===== src/include/pong_defs.svh =====
// ============================================================
// global constants for the wall game display core
// screen timing, walls, ball, racket, speed and colours
// ============================================================
`ifndef PONG_DEFS_SVH
`define PONG_DEFS_SVH

// 1024x768 timing, sync pulses active low
`define H_VISIBLE 1024
`define H_FRONT   24
`define H_SYNC    136
`define H_TOTAL   1344
`define V_VISIBLE 768
`define V_FRONT   3
`define V_SYNC    6
`define V_TOTAL   806

`define LEFT_WALL  1
`define RIGHT_WALL 1022
`define UP_WALL    1
`define DOWN_WALL  766

// ball start column, also where the net is drawn
`define BALL_DIAMETER 16
`define BALL_RADIUS   8
`define CENTRAL_LINE  611

`define RACKET_XPOS   60
`define RACKET_WIDTH  10
`define RACKET_LENGTH 80

`define MAX_SPEED_STEPS   9
`define STEPS_PER_HALVING 5

// step intervals in pclk cycles, 2^19, 2^15 and 2^7
`define INTERVAL_START       524288
`define INTERVAL_CHANGE_HARD 32768
`define INTERVAL_CHANGE_EASY 128

`define COLOR_BALL   12'hff0
`define COLOR_RACKET 12'h0f0
`define COLOR_NET    12'h888
`define COLOR_BACK   12'h014

`endif


===== src/design/pong_pkg.sv =====
// ============================================================
// shared types: screen coordinate, ball position,
// ball direction, raster state and pixel colour
// ============================================================
package pong_pkg;

  typedef logic [11:0] coord_t;

  typedef struct packed {
    coord_t xpos;
    coord_t ypos;
  } ball_pos_t;

  // diagonal directions only
  typedef enum logic [1:0] {
    up_right   = 2'b00,
    down_right = 2'b01,
    down_left  = 2'b10,
    up_left    = 2'b11
  } ball_dir_t;

  typedef struct packed {
    coord_t hcount;
    coord_t vcount;
    logic   hsync;
    logic   vsync;
    logic   blank;
  } raster_t;

  typedef struct packed {
    logic [3:0] r;
    logic [3:0] g;
    logic [3:0] b;
  } rgb_t;

endpackage


===== src/design/ball_ctl.sv =====
// ============================================================
// ball controller: idle tracking of the mouse, diagonal
// motion, wall and racket bounces, speed-up on wall hits
// ============================================================
`timescale 1ns/1ps
`include "pong_defs.svh"

module ball_ctl
  import pong_pkg::*;
#(
  parameter int unsigned interval_start       = `INTERVAL_START,
  parameter int unsigned interval_change_easy = `INTERVAL_CHANGE_EASY,
  parameter int unsigned interval_change_hard = `INTERVAL_CHANGE_HARD
) (
  input  logic      pclk,
  input  logic      rst,
  input  coord_t    mouse_ypos,
  input  logic      mouse_left,
  input  logic      difficulty,
  output ball_pos_t ball_pos
);

  typedef enum logic {
    idle,
    moving
  } state_t;

  state_t      state, state_nxt;
  ball_dir_t   dir, dir_nxt;
  ball_pos_t   ball_pos_nxt;
  logic [19:0] interval_count, interval_count_nxt;
  logic [19:0] pxl_interval, pxl_interval_nxt;
  logic [19:0] interval_change, interval_change_nxt;
  logic [3:0]  speed_count, speed_count_nxt;
  logic [2:0]  speed_change_count, speed_change_count_nxt;
  logic        going_down, going_right;
  logic        wall_hit, vert_touch, horiz_touch, racket_hit;
  logic [12:0] ball_bottom, racket_bottom;

  function automatic ball_dir_t make_dir(input logic down, input logic right);
    ball_dir_t d;
    case ({down, right})
      2'b01:   d = up_right;
      2'b11:   d = down_right;
      2'b10:   d = down_left;
      default: d = up_left;
    endcase
    return d;
  endfunction

  assign going_down  = (dir == down_right) || (dir == down_left);
  assign going_right = (dir == up_right) || (dir == down_right);

  // any wall within reach of the ball
  assign wall_hit = (ball_pos.ypos >= `DOWN_WALL - `BALL_DIAMETER) ||
                    (ball_pos.ypos <= `UP_WALL) ||
                    (ball_pos.xpos >= `RIGHT_WALL - `BALL_DIAMETER) ||
                    (ball_pos.xpos <= `LEFT_WALL);

  // only walls in the direction of travel flip it, vertical first
  assign vert_touch  = going_down ? (ball_pos.ypos >= `DOWN_WALL - `BALL_DIAMETER)
                                  : (ball_pos.ypos <= `UP_WALL);
  assign horiz_touch = going_right ? (ball_pos.xpos >= `RIGHT_WALL - `BALL_DIAMETER)
                                   : (ball_pos.xpos <= `LEFT_WALL);

  // racket span, 13 bits so nothing wraps near the screen edges
  assign ball_bottom   = {1'b0, ball_pos.ypos} + 13'(`BALL_DIAMETER);
  assign racket_bottom = {1'b0, mouse_ypos} + 13'(`RACKET_LENGTH);
  assign racket_hit    = (ball_pos.xpos == coord_t'(`RACKET_XPOS)) &&
                         (ball_bottom >= {1'b0, mouse_ypos}) &&
                         ({1'b0, ball_pos.ypos} <= racket_bottom);

  // a click toggles between idle and moving
  always_comb begin
    state_nxt = state;
    case (state)
      idle:    if (mouse_left) state_nxt = moving;
      moving:  if (mouse_left) state_nxt = idle;
      default: state_nxt = idle;
    endcase
  end

  always_comb begin
    ball_pos_nxt           = ball_pos;
    dir_nxt                = dir;
    interval_count_nxt     = interval_count;
    pxl_interval_nxt       = pxl_interval;
    interval_change_nxt    = interval_change;
    speed_count_nxt        = speed_count;
    speed_change_count_nxt = speed_change_count;

    if (state_nxt == idle) begin
      // ball waits on the net column at mouse height
      ball_pos_nxt.xpos      = coord_t'(`CENTRAL_LINE);
      ball_pos_nxt.ypos      = mouse_ypos;
      dir_nxt                = up_left;
      interval_count_nxt     = '0;
      pxl_interval_nxt       = 20'(interval_start);
      interval_change_nxt    = difficulty ? 20'(interval_change_hard)
                                          : 20'(interval_change_easy);
      speed_count_nxt        = '0;
      speed_change_count_nxt = '0;
    end else if (interval_count != pxl_interval) begin
      interval_count_nxt = interval_count + 20'd1;
    end else begin
      // one diagonal pixel step
      interval_count_nxt = '0;
      ball_pos_nxt.xpos  = going_right ? ball_pos.xpos + 12'd1 : ball_pos.xpos - 12'd1;
      ball_pos_nxt.ypos  = going_down ? ball_pos.ypos + 12'd1 : ball_pos.ypos - 12'd1;

      if (wall_hit) begin
        if (vert_touch) begin
          dir_nxt = make_dir(!going_down, going_right);
        end else if (horiz_touch) begin
          dir_nxt = make_dir(going_down, !going_right);
        end

        if (speed_count < `MAX_SPEED_STEPS) begin
          // floor at zero, then the ball steps every cycle
          pxl_interval_nxt = (pxl_interval > interval_change) ?
                             pxl_interval - interval_change : '0;
          if (speed_change_count == 3'(`STEPS_PER_HALVING - 1)) begin
            speed_change_count_nxt = '0;
            speed_count_nxt        = speed_count + 4'd1;
            interval_change_nxt    = interval_change >> 1;
          end else begin
            speed_change_count_nxt = speed_change_count + 3'd1;
          end
        end
      end else if (racket_hit && !going_right) begin
        dir_nxt = make_dir(going_down, 1'b1);
      end
    end
  end

  always_ff @(posedge pclk) begin
    if (rst) begin
      state              <= idle;
      dir                <= up_right;
      ball_pos           <= '0;
      interval_count     <= '0;
      pxl_interval       <= '0;
      interval_change    <= '0;
      speed_count        <= '0;
      speed_change_count <= '0;
    end else begin
      state              <= state_nxt;
      dir                <= dir_nxt;
      ball_pos           <= ball_pos_nxt;
      interval_count     <= interval_count_nxt;
      pxl_interval       <= pxl_interval_nxt;
      interval_change    <= interval_change_nxt;
      speed_count        <= speed_count_nxt;
      speed_change_count <= speed_change_count_nxt;
    end
  end

  // bounces keep the ball within one pixel of the side walls
  a_xpos_in_field: assert property (@(posedge pclk) disable iff (rst)
    (state == moving) |-> (ball_pos.xpos >= `LEFT_WALL - 1) &&
                          (ball_pos.xpos <= `RIGHT_WALL))
    else $error("ball xpos %0d outside the field", ball_pos.xpos);

  // the game only ever gets faster while running
  a_interval_no_rise: assert property (@(posedge pclk) disable iff (rst)
    (state == moving) ##1 (state == moving) |-> pxl_interval <= $past(pxl_interval))
    else $error("step interval rose to %0d", pxl_interval);

endmodule


===== src/design/vga_timing.sv =====
// ============================================================
// 1024x768 raster timing: pixel and line counters,
// active low syncs and blank flag
// ============================================================
`timescale 1ns/1ps
`include "pong_defs.svh"

module vga_timing
  import pong_pkg::*;
(
  input  logic    pclk,
  input  logic    rst,
  output raster_t raster
);

  coord_t hcount_nxt, vcount_nxt;
  logic   hsync_nxt, vsync_nxt, blank_nxt;

  always_comb begin
    hcount_nxt = raster.hcount + 12'd1;
    vcount_nxt = raster.vcount;
    if (raster.hcount == coord_t'(`H_TOTAL - 1)) begin
      hcount_nxt = '0;
      // end of line, move down a row
      if (raster.vcount == coord_t'(`V_TOTAL - 1)) begin
        vcount_nxt = '0;
      end else begin
        vcount_nxt = raster.vcount + 12'd1;
      end
    end
  end

  // flags from the next counts so they line up with them
  assign hsync_nxt = !((hcount_nxt >= `H_VISIBLE + `H_FRONT) &&
                       (hcount_nxt < `H_VISIBLE + `H_FRONT + `H_SYNC));
  assign vsync_nxt = !((vcount_nxt >= `V_VISIBLE + `V_FRONT) &&
                       (vcount_nxt < `V_VISIBLE + `V_FRONT + `V_SYNC));
  assign blank_nxt = (hcount_nxt >= `H_VISIBLE) || (vcount_nxt >= `V_VISIBLE);

  always_ff @(posedge pclk) begin
    if (rst) begin
      // pixel 0,0 with syncs inactive
      raster.hcount <= '0;
      raster.vcount <= '0;
      raster.hsync  <= 1'b1;
      raster.vsync  <= 1'b1;
      raster.blank  <= 1'b0;
    end else begin
      raster.hcount <= hcount_nxt;
      raster.vcount <= vcount_nxt;
      raster.hsync  <= hsync_nxt;
      raster.vsync  <= vsync_nxt;
      raster.blank  <= blank_nxt;
    end
  end

  a_counts_in_range: assert property (@(posedge pclk) disable iff (rst)
    (raster.hcount < `H_TOTAL) && (raster.vcount < `V_TOTAL))
    else $error("raster counts out of range %0d,%0d", raster.hcount, raster.vcount);

endmodule


===== src/design/pixel_render.sv =====
// ============================================================
// pixel renderer: ball disc, racket, net and background
// from the raster position, registered colour and syncs
// ============================================================
`timescale 1ns/1ps
`include "pong_defs.svh"

module pixel_render
  import pong_pkg::*;
(
  input  logic      pclk,
  input  logic      rst,
  input  raster_t   raster,
  input  ball_pos_t ball_pos,
  input  coord_t    mouse_ypos,
  output rgb_t      rgb,
  output logic      hsync,
  output logic      vsync
);

  logic signed [12:0] dx, dy;
  logic signed [25:0] dx2, dy2;
  logic [26:0]        dist2;
  logic [12:0]        racket_end;
  logic               in_ball, in_racket, on_net;
  rgb_t               rgb_nxt;

  // offsets from the ball centre
  assign dx    = $signed({1'b0, raster.hcount}) - $signed({1'b0, ball_pos.xpos}) -
                 13'sd`BALL_RADIUS;
  assign dy    = $signed({1'b0, raster.vcount}) - $signed({1'b0, ball_pos.ypos}) -
                 13'sd`BALL_RADIUS;
  assign dx2   = dx * dx;
  assign dy2   = dy * dy;
  assign dist2 = 27'(dx2) + 27'(dy2);

  assign in_ball = dist2 <= 27'(`BALL_RADIUS * `BALL_RADIUS);

  // racket sits just left of the bounce column
  assign racket_end = {1'b0, mouse_ypos} + 13'(`RACKET_LENGTH);
  assign in_racket  = (raster.hcount >= `RACKET_XPOS - `RACKET_WIDTH) &&
                      (raster.hcount < `RACKET_XPOS) &&
                      (raster.vcount >= mouse_ypos) &&
                      ({1'b0, raster.vcount} < racket_end);

  assign on_net = raster.hcount == coord_t'(`CENTRAL_LINE);

  // highest priority first
  always_comb begin
    if (raster.blank) begin
      rgb_nxt = '0;
    end else if (in_ball) begin
      rgb_nxt = rgb_t'(`COLOR_BALL);
    end else if (in_racket) begin
      rgb_nxt = rgb_t'(`COLOR_RACKET);
    end else if (on_net) begin
      rgb_nxt = rgb_t'(`COLOR_NET);
    end else begin
      rgb_nxt = rgb_t'(`COLOR_BACK);
    end
  end

  // syncs delayed with the colour
  always_ff @(posedge pclk) begin
    if (rst) begin
      rgb   <= '0;
      hsync <= 1'b0;
      vsync <= 1'b0;
    end else begin
      rgb   <= rgb_nxt;
      hsync <= raster.hsync;
      vsync <= raster.vsync;
    end
  end

  a_black_in_blank: assert property (@(posedge pclk) disable iff (rst)
    raster.blank |=> (rgb == '0))
    else $error("colour %h driven during blanking", rgb);

endmodule


===== src/design/pong_top.sv =====
// ============================================================
// display core top: ball controller, raster timing
// and pixel renderer
// ============================================================
`timescale 1ns/1ps
`include "pong_defs.svh"

module pong_top
  import pong_pkg::*;
#(
  parameter int unsigned interval_start       = `INTERVAL_START,
  parameter int unsigned interval_change_easy = `INTERVAL_CHANGE_EASY,
  parameter int unsigned interval_change_hard = `INTERVAL_CHANGE_HARD
) (
  input  logic      pclk,
  input  logic      rst,
  input  coord_t    mouse_ypos,
  input  logic      mouse_left,
  input  logic      difficulty,
  output rgb_t      rgb,
  output logic      hsync,
  output logic      vsync,
  output ball_pos_t ball_pos
);

  raster_t raster;

  // ball position also leaves the core for game logic
  ball_ctl #(
    .interval_start       (interval_start),
    .interval_change_easy (interval_change_easy),
    .interval_change_hard (interval_change_hard)
  ) ball_ctl_i (
    .pclk       (pclk),
    .rst        (rst),
    .mouse_ypos (mouse_ypos),
    .mouse_left (mouse_left),
    .difficulty (difficulty),
    .ball_pos   (ball_pos)
  );

  vga_timing vga_timing_i (
    .pclk   (pclk),
    .rst    (rst),
    .raster (raster)
  );

  pixel_render pixel_render_i (
    .pclk       (pclk),
    .rst        (rst),
    .raster     (raster),
    .ball_pos   (ball_pos),
    .mouse_ypos (mouse_ypos),
    .rgb        (rgb),
    .hsync      (hsync),
    .vsync      (vsync)
  );

endmodule


===== config.mk =====
export PLATFORM = sky130hd
export DESIGN_NAME = pong_top
export DESIGN_NICKNAME = d
export VERILOG_FILES = /design/src/design/pong_pkg.sv /design/src/design/ball_ctl.sv /design/src/design/vga_timing.sv /design/src/design/pixel_render.sv /design/src/design/pong_top.sv
export VERILOG_INCLUDE_DIRS = /design/src /design/src/include
export SDC_FILE = /design/constraint.sdc
export NUM_CORES = 1
export LEC_CHECK = 0
export BUFFER_PORTS_ARGS = -buffer_cell sky130_fd_sc_hd__buf_2
export CORE_MARGIN = 3
export CORE_UTILIZATION = 55
export DETAILED_ROUTE_END_ITERATION = 12
export GPL_TIMING_DRIVEN = 0
export PLACE_DENSITY = 0.72
export SLEW_MARGIN = 20
export SYNTH_ARGS = -nofsm -noshare
export SYNTH_HDL_FRONTEND = slang
export SYNTH_HIERARCHICAL = 1
export SYNTH_SLANG_ARGS = --single-unit

===== constraint.sdc =====
create_clock -name pclk -period 23.7 [get_ports pclk]
set_clock_uncertainty 0.2 [all_clocks]
set_input_delay 3.555 -clock pclk [delete_from_list [all_inputs] [get_ports pclk]]
set_output_delay 3.555 -clock pclk [all_outputs]
set_load 0.1 [all_outputs]

# --- Word-level counts from Yosys, hierarchy flattened ---
# Cells that the tools add are included.
totals:
  ff_bits: 135
  out_inout_bits: 38
  elab_cells: 147
classes:
  add_sub_neg: 17
  n_mul: 2
  n_lt_le_gt_ge: 19
  n_eq_ne: 20
  n_mux: 36
  bitwise_logic: 4
  reduce_logical: 28
op_table:
  columns: ["op", "n"]
  rows:
  - ["2-to-1 mux 20 bit", 10]
  - ["2-to-1 mux 12 bit", 8]
  - ["multiplier 13 x 13 -> 26 bit", 2]
  - ["adder 12 x 1 -> 12 bit (second input constant)", 4]
  - ["greater-or-equal comparator 12 x 10 -> 1 bit (second input constant)", 4]
  - ["2-to-1 mux 22 bit", 2]
  - ["adder 26 x 26 -> 27 bit", 1]
  - ["less-or-equal comparator 27 x 7 -> 1 bit (second input constant)", 1]
  - ["subtractor 12 x 12 -> 13 bit", 2]
  - ["subtractor 13 x 5 -> 13 bit (second input constant)", 2]
  - ["equality test 12 x 10 -> 1 bit (second input constant)", 2]
  - ["greater-or-equal comparator 12 x 11 -> 1 bit (second input constant)", 2]
  - ["less-or-equal comparator 12 x 1 -> 1 bit (second input constant)", 2]
  - ["subtractor 12 x 1 -> 12 bit (second input constant)", 2]
  - ["adder 20 x 1 -> 20 bit (second input constant)", 1]
  - ["greater-than comparator 20 bit", 1]
  - ["!= test 20 bit", 1]
  - ["subtractor 20 bit", 1]
  - ["2-to-1 mux 16 bit", 1]
  - ["adder 12 x 5 -> 13 bit (second input constant)", 1]
  - ["adder 12 x 7 -> 13 bit (second input constant)", 1]
  - ["greater-or-equal comparator 13 x 12 -> 1 bit", 1]
  - ["less-or-equal comparator 12 x 13 -> 1 bit", 1]
  - ["< comparator 12 x 13 -> 1 bit", 1]
  - ["other kinds (32)", 72]

# --- Longest topological paths before layout ---
logic_depth:
  ltp_word: 10
  depth_mapped: 40

# --- Cells and area by module ---
# Netlist, hierarchy kept.
by_module_without_submodules:
  columns: ["module", "instances", "cells_each", "area_each_um2", "seq_area_each_um2"]
  rows:
  - ["pixel_render", 1, 1548, 14241.2, 180.2]
  - ["ball_ctl", 1, 766, 6221.0, 1801.7]
  - ["vga_timing", 1, 202, 1585.3, 540.5]

# --- Least setup slack after synthesis ---
# OpenSTA, ideal clock, no wires.
synth_timing:
  kind: "flip-flop to flip-flop"
  start: "register ball_ctl_i/ball_pos[14] (netlist name)"
  end: "register pixel_render_i/rgb[11] (netlist name)"
  setup_time_ns: 0.087
  arrival_ns: 10.052
  required_time_ns: 23.413
  setup_slack_ns: 13.361
  path_stages_with_launch: 34
  period_less_slack_ns: 10.339
  cell_sequence: "dfxtp_1 inv_1 ha_1 ha_1 a21o_1 a21oi_1 o21bai_1 a31o_2 a211oi_1 o21bai_1 a21oi_1 xnor2_1 clkbuf_1 nor2_1 fa_1 fa_1 inv_1 fa_1 fa_1 fa_1 fa_1 fa_1 inv_1 ha_1 a21oi_1 o22ai_1 a311o_1 a211oi_1 nand4_1 nor4_2 nand4_1 or4_1 buf_2 o31ai_1"
synth_between:
  elab_chain_len: 6
synth_rtl:
  columns: ["item", "line_no", "rtl"]
  rows:
  - ["subtractor 12 x 12 -> 13 bit", "pixel_render.sv:29", "assign dx = $signed({1'b0, raster.hcount}) - $signed({1'b0, ball_pos.xpos}) -"]
  - ["subtractor 13 x 5 -> 13 bit (no source line)", null, null]
  - ["multiplier 13 x 13 -> 26 bit", "pixel_render.sv:33", "assign dx2 = dx * dx;"]
  - ["adder 26 x 26 -> 27 bit", "pixel_render.sv:35", "assign dist2 = 27'(dx2) + 27'(dy2);"]
  - ["less-or-equal comparator 27 x 7 -> 1 bit", "pixel_render.sv:37", "assign in_ball = dist2 <= 27'(`BALL_RADIUS * `BALL_RADIUS);"]
  - ["2-to-1 mux 12 bit", "pixel_render.sv:52", "end else if (in_ball) begin"]
# Every way passes these cells.
# A chain may end at the register's enable or synchronous reset.

# --- Worst setup path after layout ---
layout_timing:
  start: "register ball_ctl_i/ball_pos[1] (netlist name)"
  end: "register pixel_render_i/rgb[6] (netlist name)"
layout_between:
  elab_chain_len: 6
layout_rtl:
  columns: ["item", "line_no", "rtl"]
  rows:
  - ["subtractor 12 x 12 -> 13 bit", "pixel_render.sv:31", "assign dy = $signed({1'b0, raster.vcount}) - $signed({1'b0, ball_pos.ypos}) -"]
  - ["subtractor 13 x 5 -> 13 bit (no source line)", null, null]
  - ["multiplier 13 x 13 -> 26 bit", "pixel_render.sv:34", "assign dy2 = dy * dy;"]
  - ["adder 26 x 26 -> 27 bit", "pixel_render.sv:35", null]
  - ["less-or-equal comparator 27 x 7 -> 1 bit", "pixel_render.sv:37", null]
  - ["2-to-1 mux 12 bit", "pixel_render.sv:52", null]
# Every way passes these cells.

==> metrics.log <==
INFO  metric vias_per_cell = 5.61
INFO  metric cts_inserted_buffers = 17
INFO  metric cts.hold.buffers_added = 0
INFO  metric timing.max_slew.rel_slack = 0.209
INFO  metric synth_async_sr_flop_share = 0
INFO  metric period_minus_slack = 11.57 ns
INFO  metric root_buffer = sky130_fd_sc_hd__clkbuf_16
INFO  metric grt_start_max_net_pins = 17
INFO  metric synth.distinct_cells = 89
INFO  metric clock_latency = 0.43 ns
INFO  metric whs_path_cells = 1
INFO  metric timing.rr.end = pixel_render_i/rgb[6]
INFO  metric max-clock-path-buffers = 2
INFO  metric synth.area.top_cells = sky130_fd_sc_hd__fa_1, sky130_fd_sc_hd__ha_1, sky130_fd_sc_hd__dfxtp_1
INFO  metric rsz0062_at_grt = false
INFO  metric grt_first_pass_wirelength = 90900 um
INFO  metric cp-end-kind = register
INFO  metric synth_top_area_share = 0.316
INFO  metric stdcell_area = around 24000 um^2
INFO  metric fp.dieH = 206 um
INFO  metric synthesis.area_per_instance = 8.76 um^2
INFO  metric setup_tns = 0 ns
INFO  metric number_of_synthesized_flops_with_an_enable_pin = 0
INFO  metric netlist_area = roughly 22000 um^2
INFO  metric layout-area-overhead-vs-synth = 7.10%
INFO  metric max_cap_violations = 0
INFO  metric routed_wl = 54600 um
INFO  metric tightestPinTransition = about 1.2 ns
INFO  metric critical_path.endpoint = pixel_render_i/rgb[6]
INFO  metric seq_area = 2520 um^2
INFO  metric route.vias.total = between 15000 and 20000
INFO  metric cts_resized = 0
INFO  metric post_route_cells_drive_above_1_share = 0.0596
INFO  metric core_region_area = 39100 um^2
INFO  metric timing_max_transition_violations_final = 0
INFO  metric layout_setup_ws = 12.13 ns
INFO  metric report.final.hold_viol_count = 0
INFO  metric layout.cells.most_common_list = sky130_fd_sc_hd__inv_1, sky130_fd_sc_hd__fa_1, sky130_fd_sc_hd__ha_1, sky130_fd_sc_hd__nor2_1, sky130_fd_sc_hd__nand2_1
INFO  metric row_count = 72
INFO  metric ctsHtreeMaxLevel = 4
INFO  metric path_max_fanout = 9
INFO  metric worstReg2RegStart = ball_ctl_i/ball_pos[1]
INFO  metric drc_errors = 0
INFO  metric reg2reg_depth = 35
INFO  metric drtIter0Drc = 1339
INFO  metric critical-path-slowest-cell = sky130_fd_sc_hd__or4_1
INFO  metric tritoncts_num_sinks = 126
INFO  metric antenna_cells_inserted = 0
INFO  metric cell_taking_the_most_area_after_synthesis = sky130_fd_sc_hd__fa_1
INFO  metric tritoncts_clock_tree = done
INFO  metric classification_of_the_worst_setup_path = reg -> reg
INFO  metric grt_pass1_vias = 18000
INFO  metric yosysWarnings = 6
INFO  metric finalSetupViolations = 0
INFO  metric worstPathArrival = ~12 ns
INFO  metric gpl.final_weighted_congestion = 0.966
INFO  metric post-route-util = 0.604
INFO  metric die_area = approximately 43000 um^2
INFO  metric fin_nets = 3192
INFO  metric hold_path_class = reg -> reg
INFO  metric most_frequent_standard_cell_in_the_layout_excluding_fill_and_tap_cells = sky130_fd_sc_hd__inv_1
INFO  metric dp_slack = 12.18 ns
INFO  metric startpoint = ball_ctl_i/ball_pos[1]
INFO  metric boundaryPins = 54
INFO  metric post-cts-setup-buffers = 0
INFO  metric dpl_cell_area = roughly 23000 um^2
INFO  metric die_w = 206 um
INFO  metric grt_usage = 0.270
INFO  metric critical_path.startpoint_type = register
INFO  metric cp_slowest_stage_delay = 0.71 ns
INFO  metric number_of_antenna_violations_at_the_first_check_in_global_routing = 1
INFO  metric multi_input_comb_area = 17200 um^2
INFO  metric timing.final.crit_share = 0.488
INFO  metric reg2reg_setup_slack = 12.13 ns
INFO  metric clk_pin_slew = 0.06 ns
INFO  metric port_buffers = 51
INFO  metric ant_nets = 0
INFO  metric netlist_instances = between 2000 and 3000
INFO  metric layout.filler_cells = ~3500
INFO  metric drt_first_pass_iters = 6
INFO  metric postSynthRegisterBits = 126
INFO  metric synth_top_flop_cell = sky130_fd_sc_hd__dfxtp_1
INFO  metric drt-wirelength-per-cell = ~17 um
INFO  metric globalRoute.totalOverflow = 0
INFO  metric max_freq = 86.4 MHz
INFO  metric required = about 24 ns
INFO  metric synth.yosys.seq_area_share = 0.114
INFO  metric hpwl = 46600 um
INFO  metric run_status = complete, no violations
INFO  metric initial_core_util = 0.564
Yosys cell counts, drive strengths merged, types with 10 or more instances:
master and number:
nand2b 17, and3 26, nor4 24, o31ai 12, nand4 25, nand3 57
a21o 26, xnor2 127, mux2i 21, nor2b 13, nor3 43, nor2 221
buf 26, or2 21, xor2 47, clkbuf 46, ha 240, a211oi 22
o21a 10, nand2 162, dfxtp 126, o21ai 51, fa 348, a21oi 98
a31oi 17, inv 528, and2 22
area by class of cell:
cell class	count	share of cell area
inverter	533	0.0847
clock inverter	14	0.00864
sequential	126	0.107
tap	518	0.0274
timing repair buffer	52	0.0111
buffer	72	0.0138
multi-input combinational	1786	0.729
clock buffer	17	0.0180
kinds of logic after synthesis:
family,after synthesis,synth area share
simple gates,668,0.146
fa+ha+maj,588,0.452
mux,23,0.0106
flops,126,0.114
buf+inv,605,0.106
other cells,1,0.000170
compound gates,331,0.102
xor+xnor,174,0.0691
worst max-delay path, delay by kind of cell (launching register included):
kind | cells | cell delay, ns
DFF | 1 | 0.55
AOI/OAI and AO/OA | 10 | 2.19
buffers and inverters | 8 | 1.37
adders and majority gates | 10 | 4.62
xor gates and xnor gates | 1 | 0.51
and+or+nand+nor | 6 | 2.03
metal layers:
metal,wire (um),up-vias,track usage
met2,26400,590,0.466
met3,3700,96,0.0436
met1,23100,8585,0.357
li1,-,8209,-
met5,0,-,0
met4,1410,0,0.0681
worst min path at each step:
stage / start / to / slack, ns
5_1_grt: vga_timing_i/raster[1] / pixel_render_i/vsync / 0.26
6_report: vga_timing_i/raster[1] / pixel_render_i/vsync / 0.24
4_1_cts: vga_timing_i/raster[1] / pixel_render_i/vsync / 0.25
3_5_place_dp: vga_timing_i/raster[1] / pixel_render_i/vsync / 0.23
2_1_floorplan: vga_timing_i/raster[2] / pixel_render_i/hsync / 0.21
3_3_place_gp: vga_timing_i/raster[1] / pixel_render_i/vsync / 0.22
flip-flops by register name, indices dropped and copies added, names as in the netlist:
| register | cells |
|---|---|
| ball_ctl_i/speed_count | 4 |
| ball_ctl_i/ball_pos | 24 |
| ball_ctl_i/pxl_interval | 20 |
| ball_ctl_i/interval_count | 20 |
| ball_ctl_i/interval_change | 16 |
| ball_ctl_i/speed_change_count | 3 |
| ball_ctl_i/dir | 2 |
| pixel_render_i/vsync | 1 |
| ball_ctl_i/state | 1 |
| pixel_render_i/rgb | 7 |
| vga_timing_i/raster | 27 |
| pixel_render_i/hsync | 1 |
stage by stage:
stage	std cells	hold slack [ns]
final	3118	0.239
after global placement	3086	0.222
after floorplan	2517	0.214
after CTS	3118	0.247
after detailed placement	3087	0.234
after global routing	3118	0.262
Power is left out: the tool's default activity adds up to more than one toggle a clock period on the data nets, which glitch-free logic cannot reach.
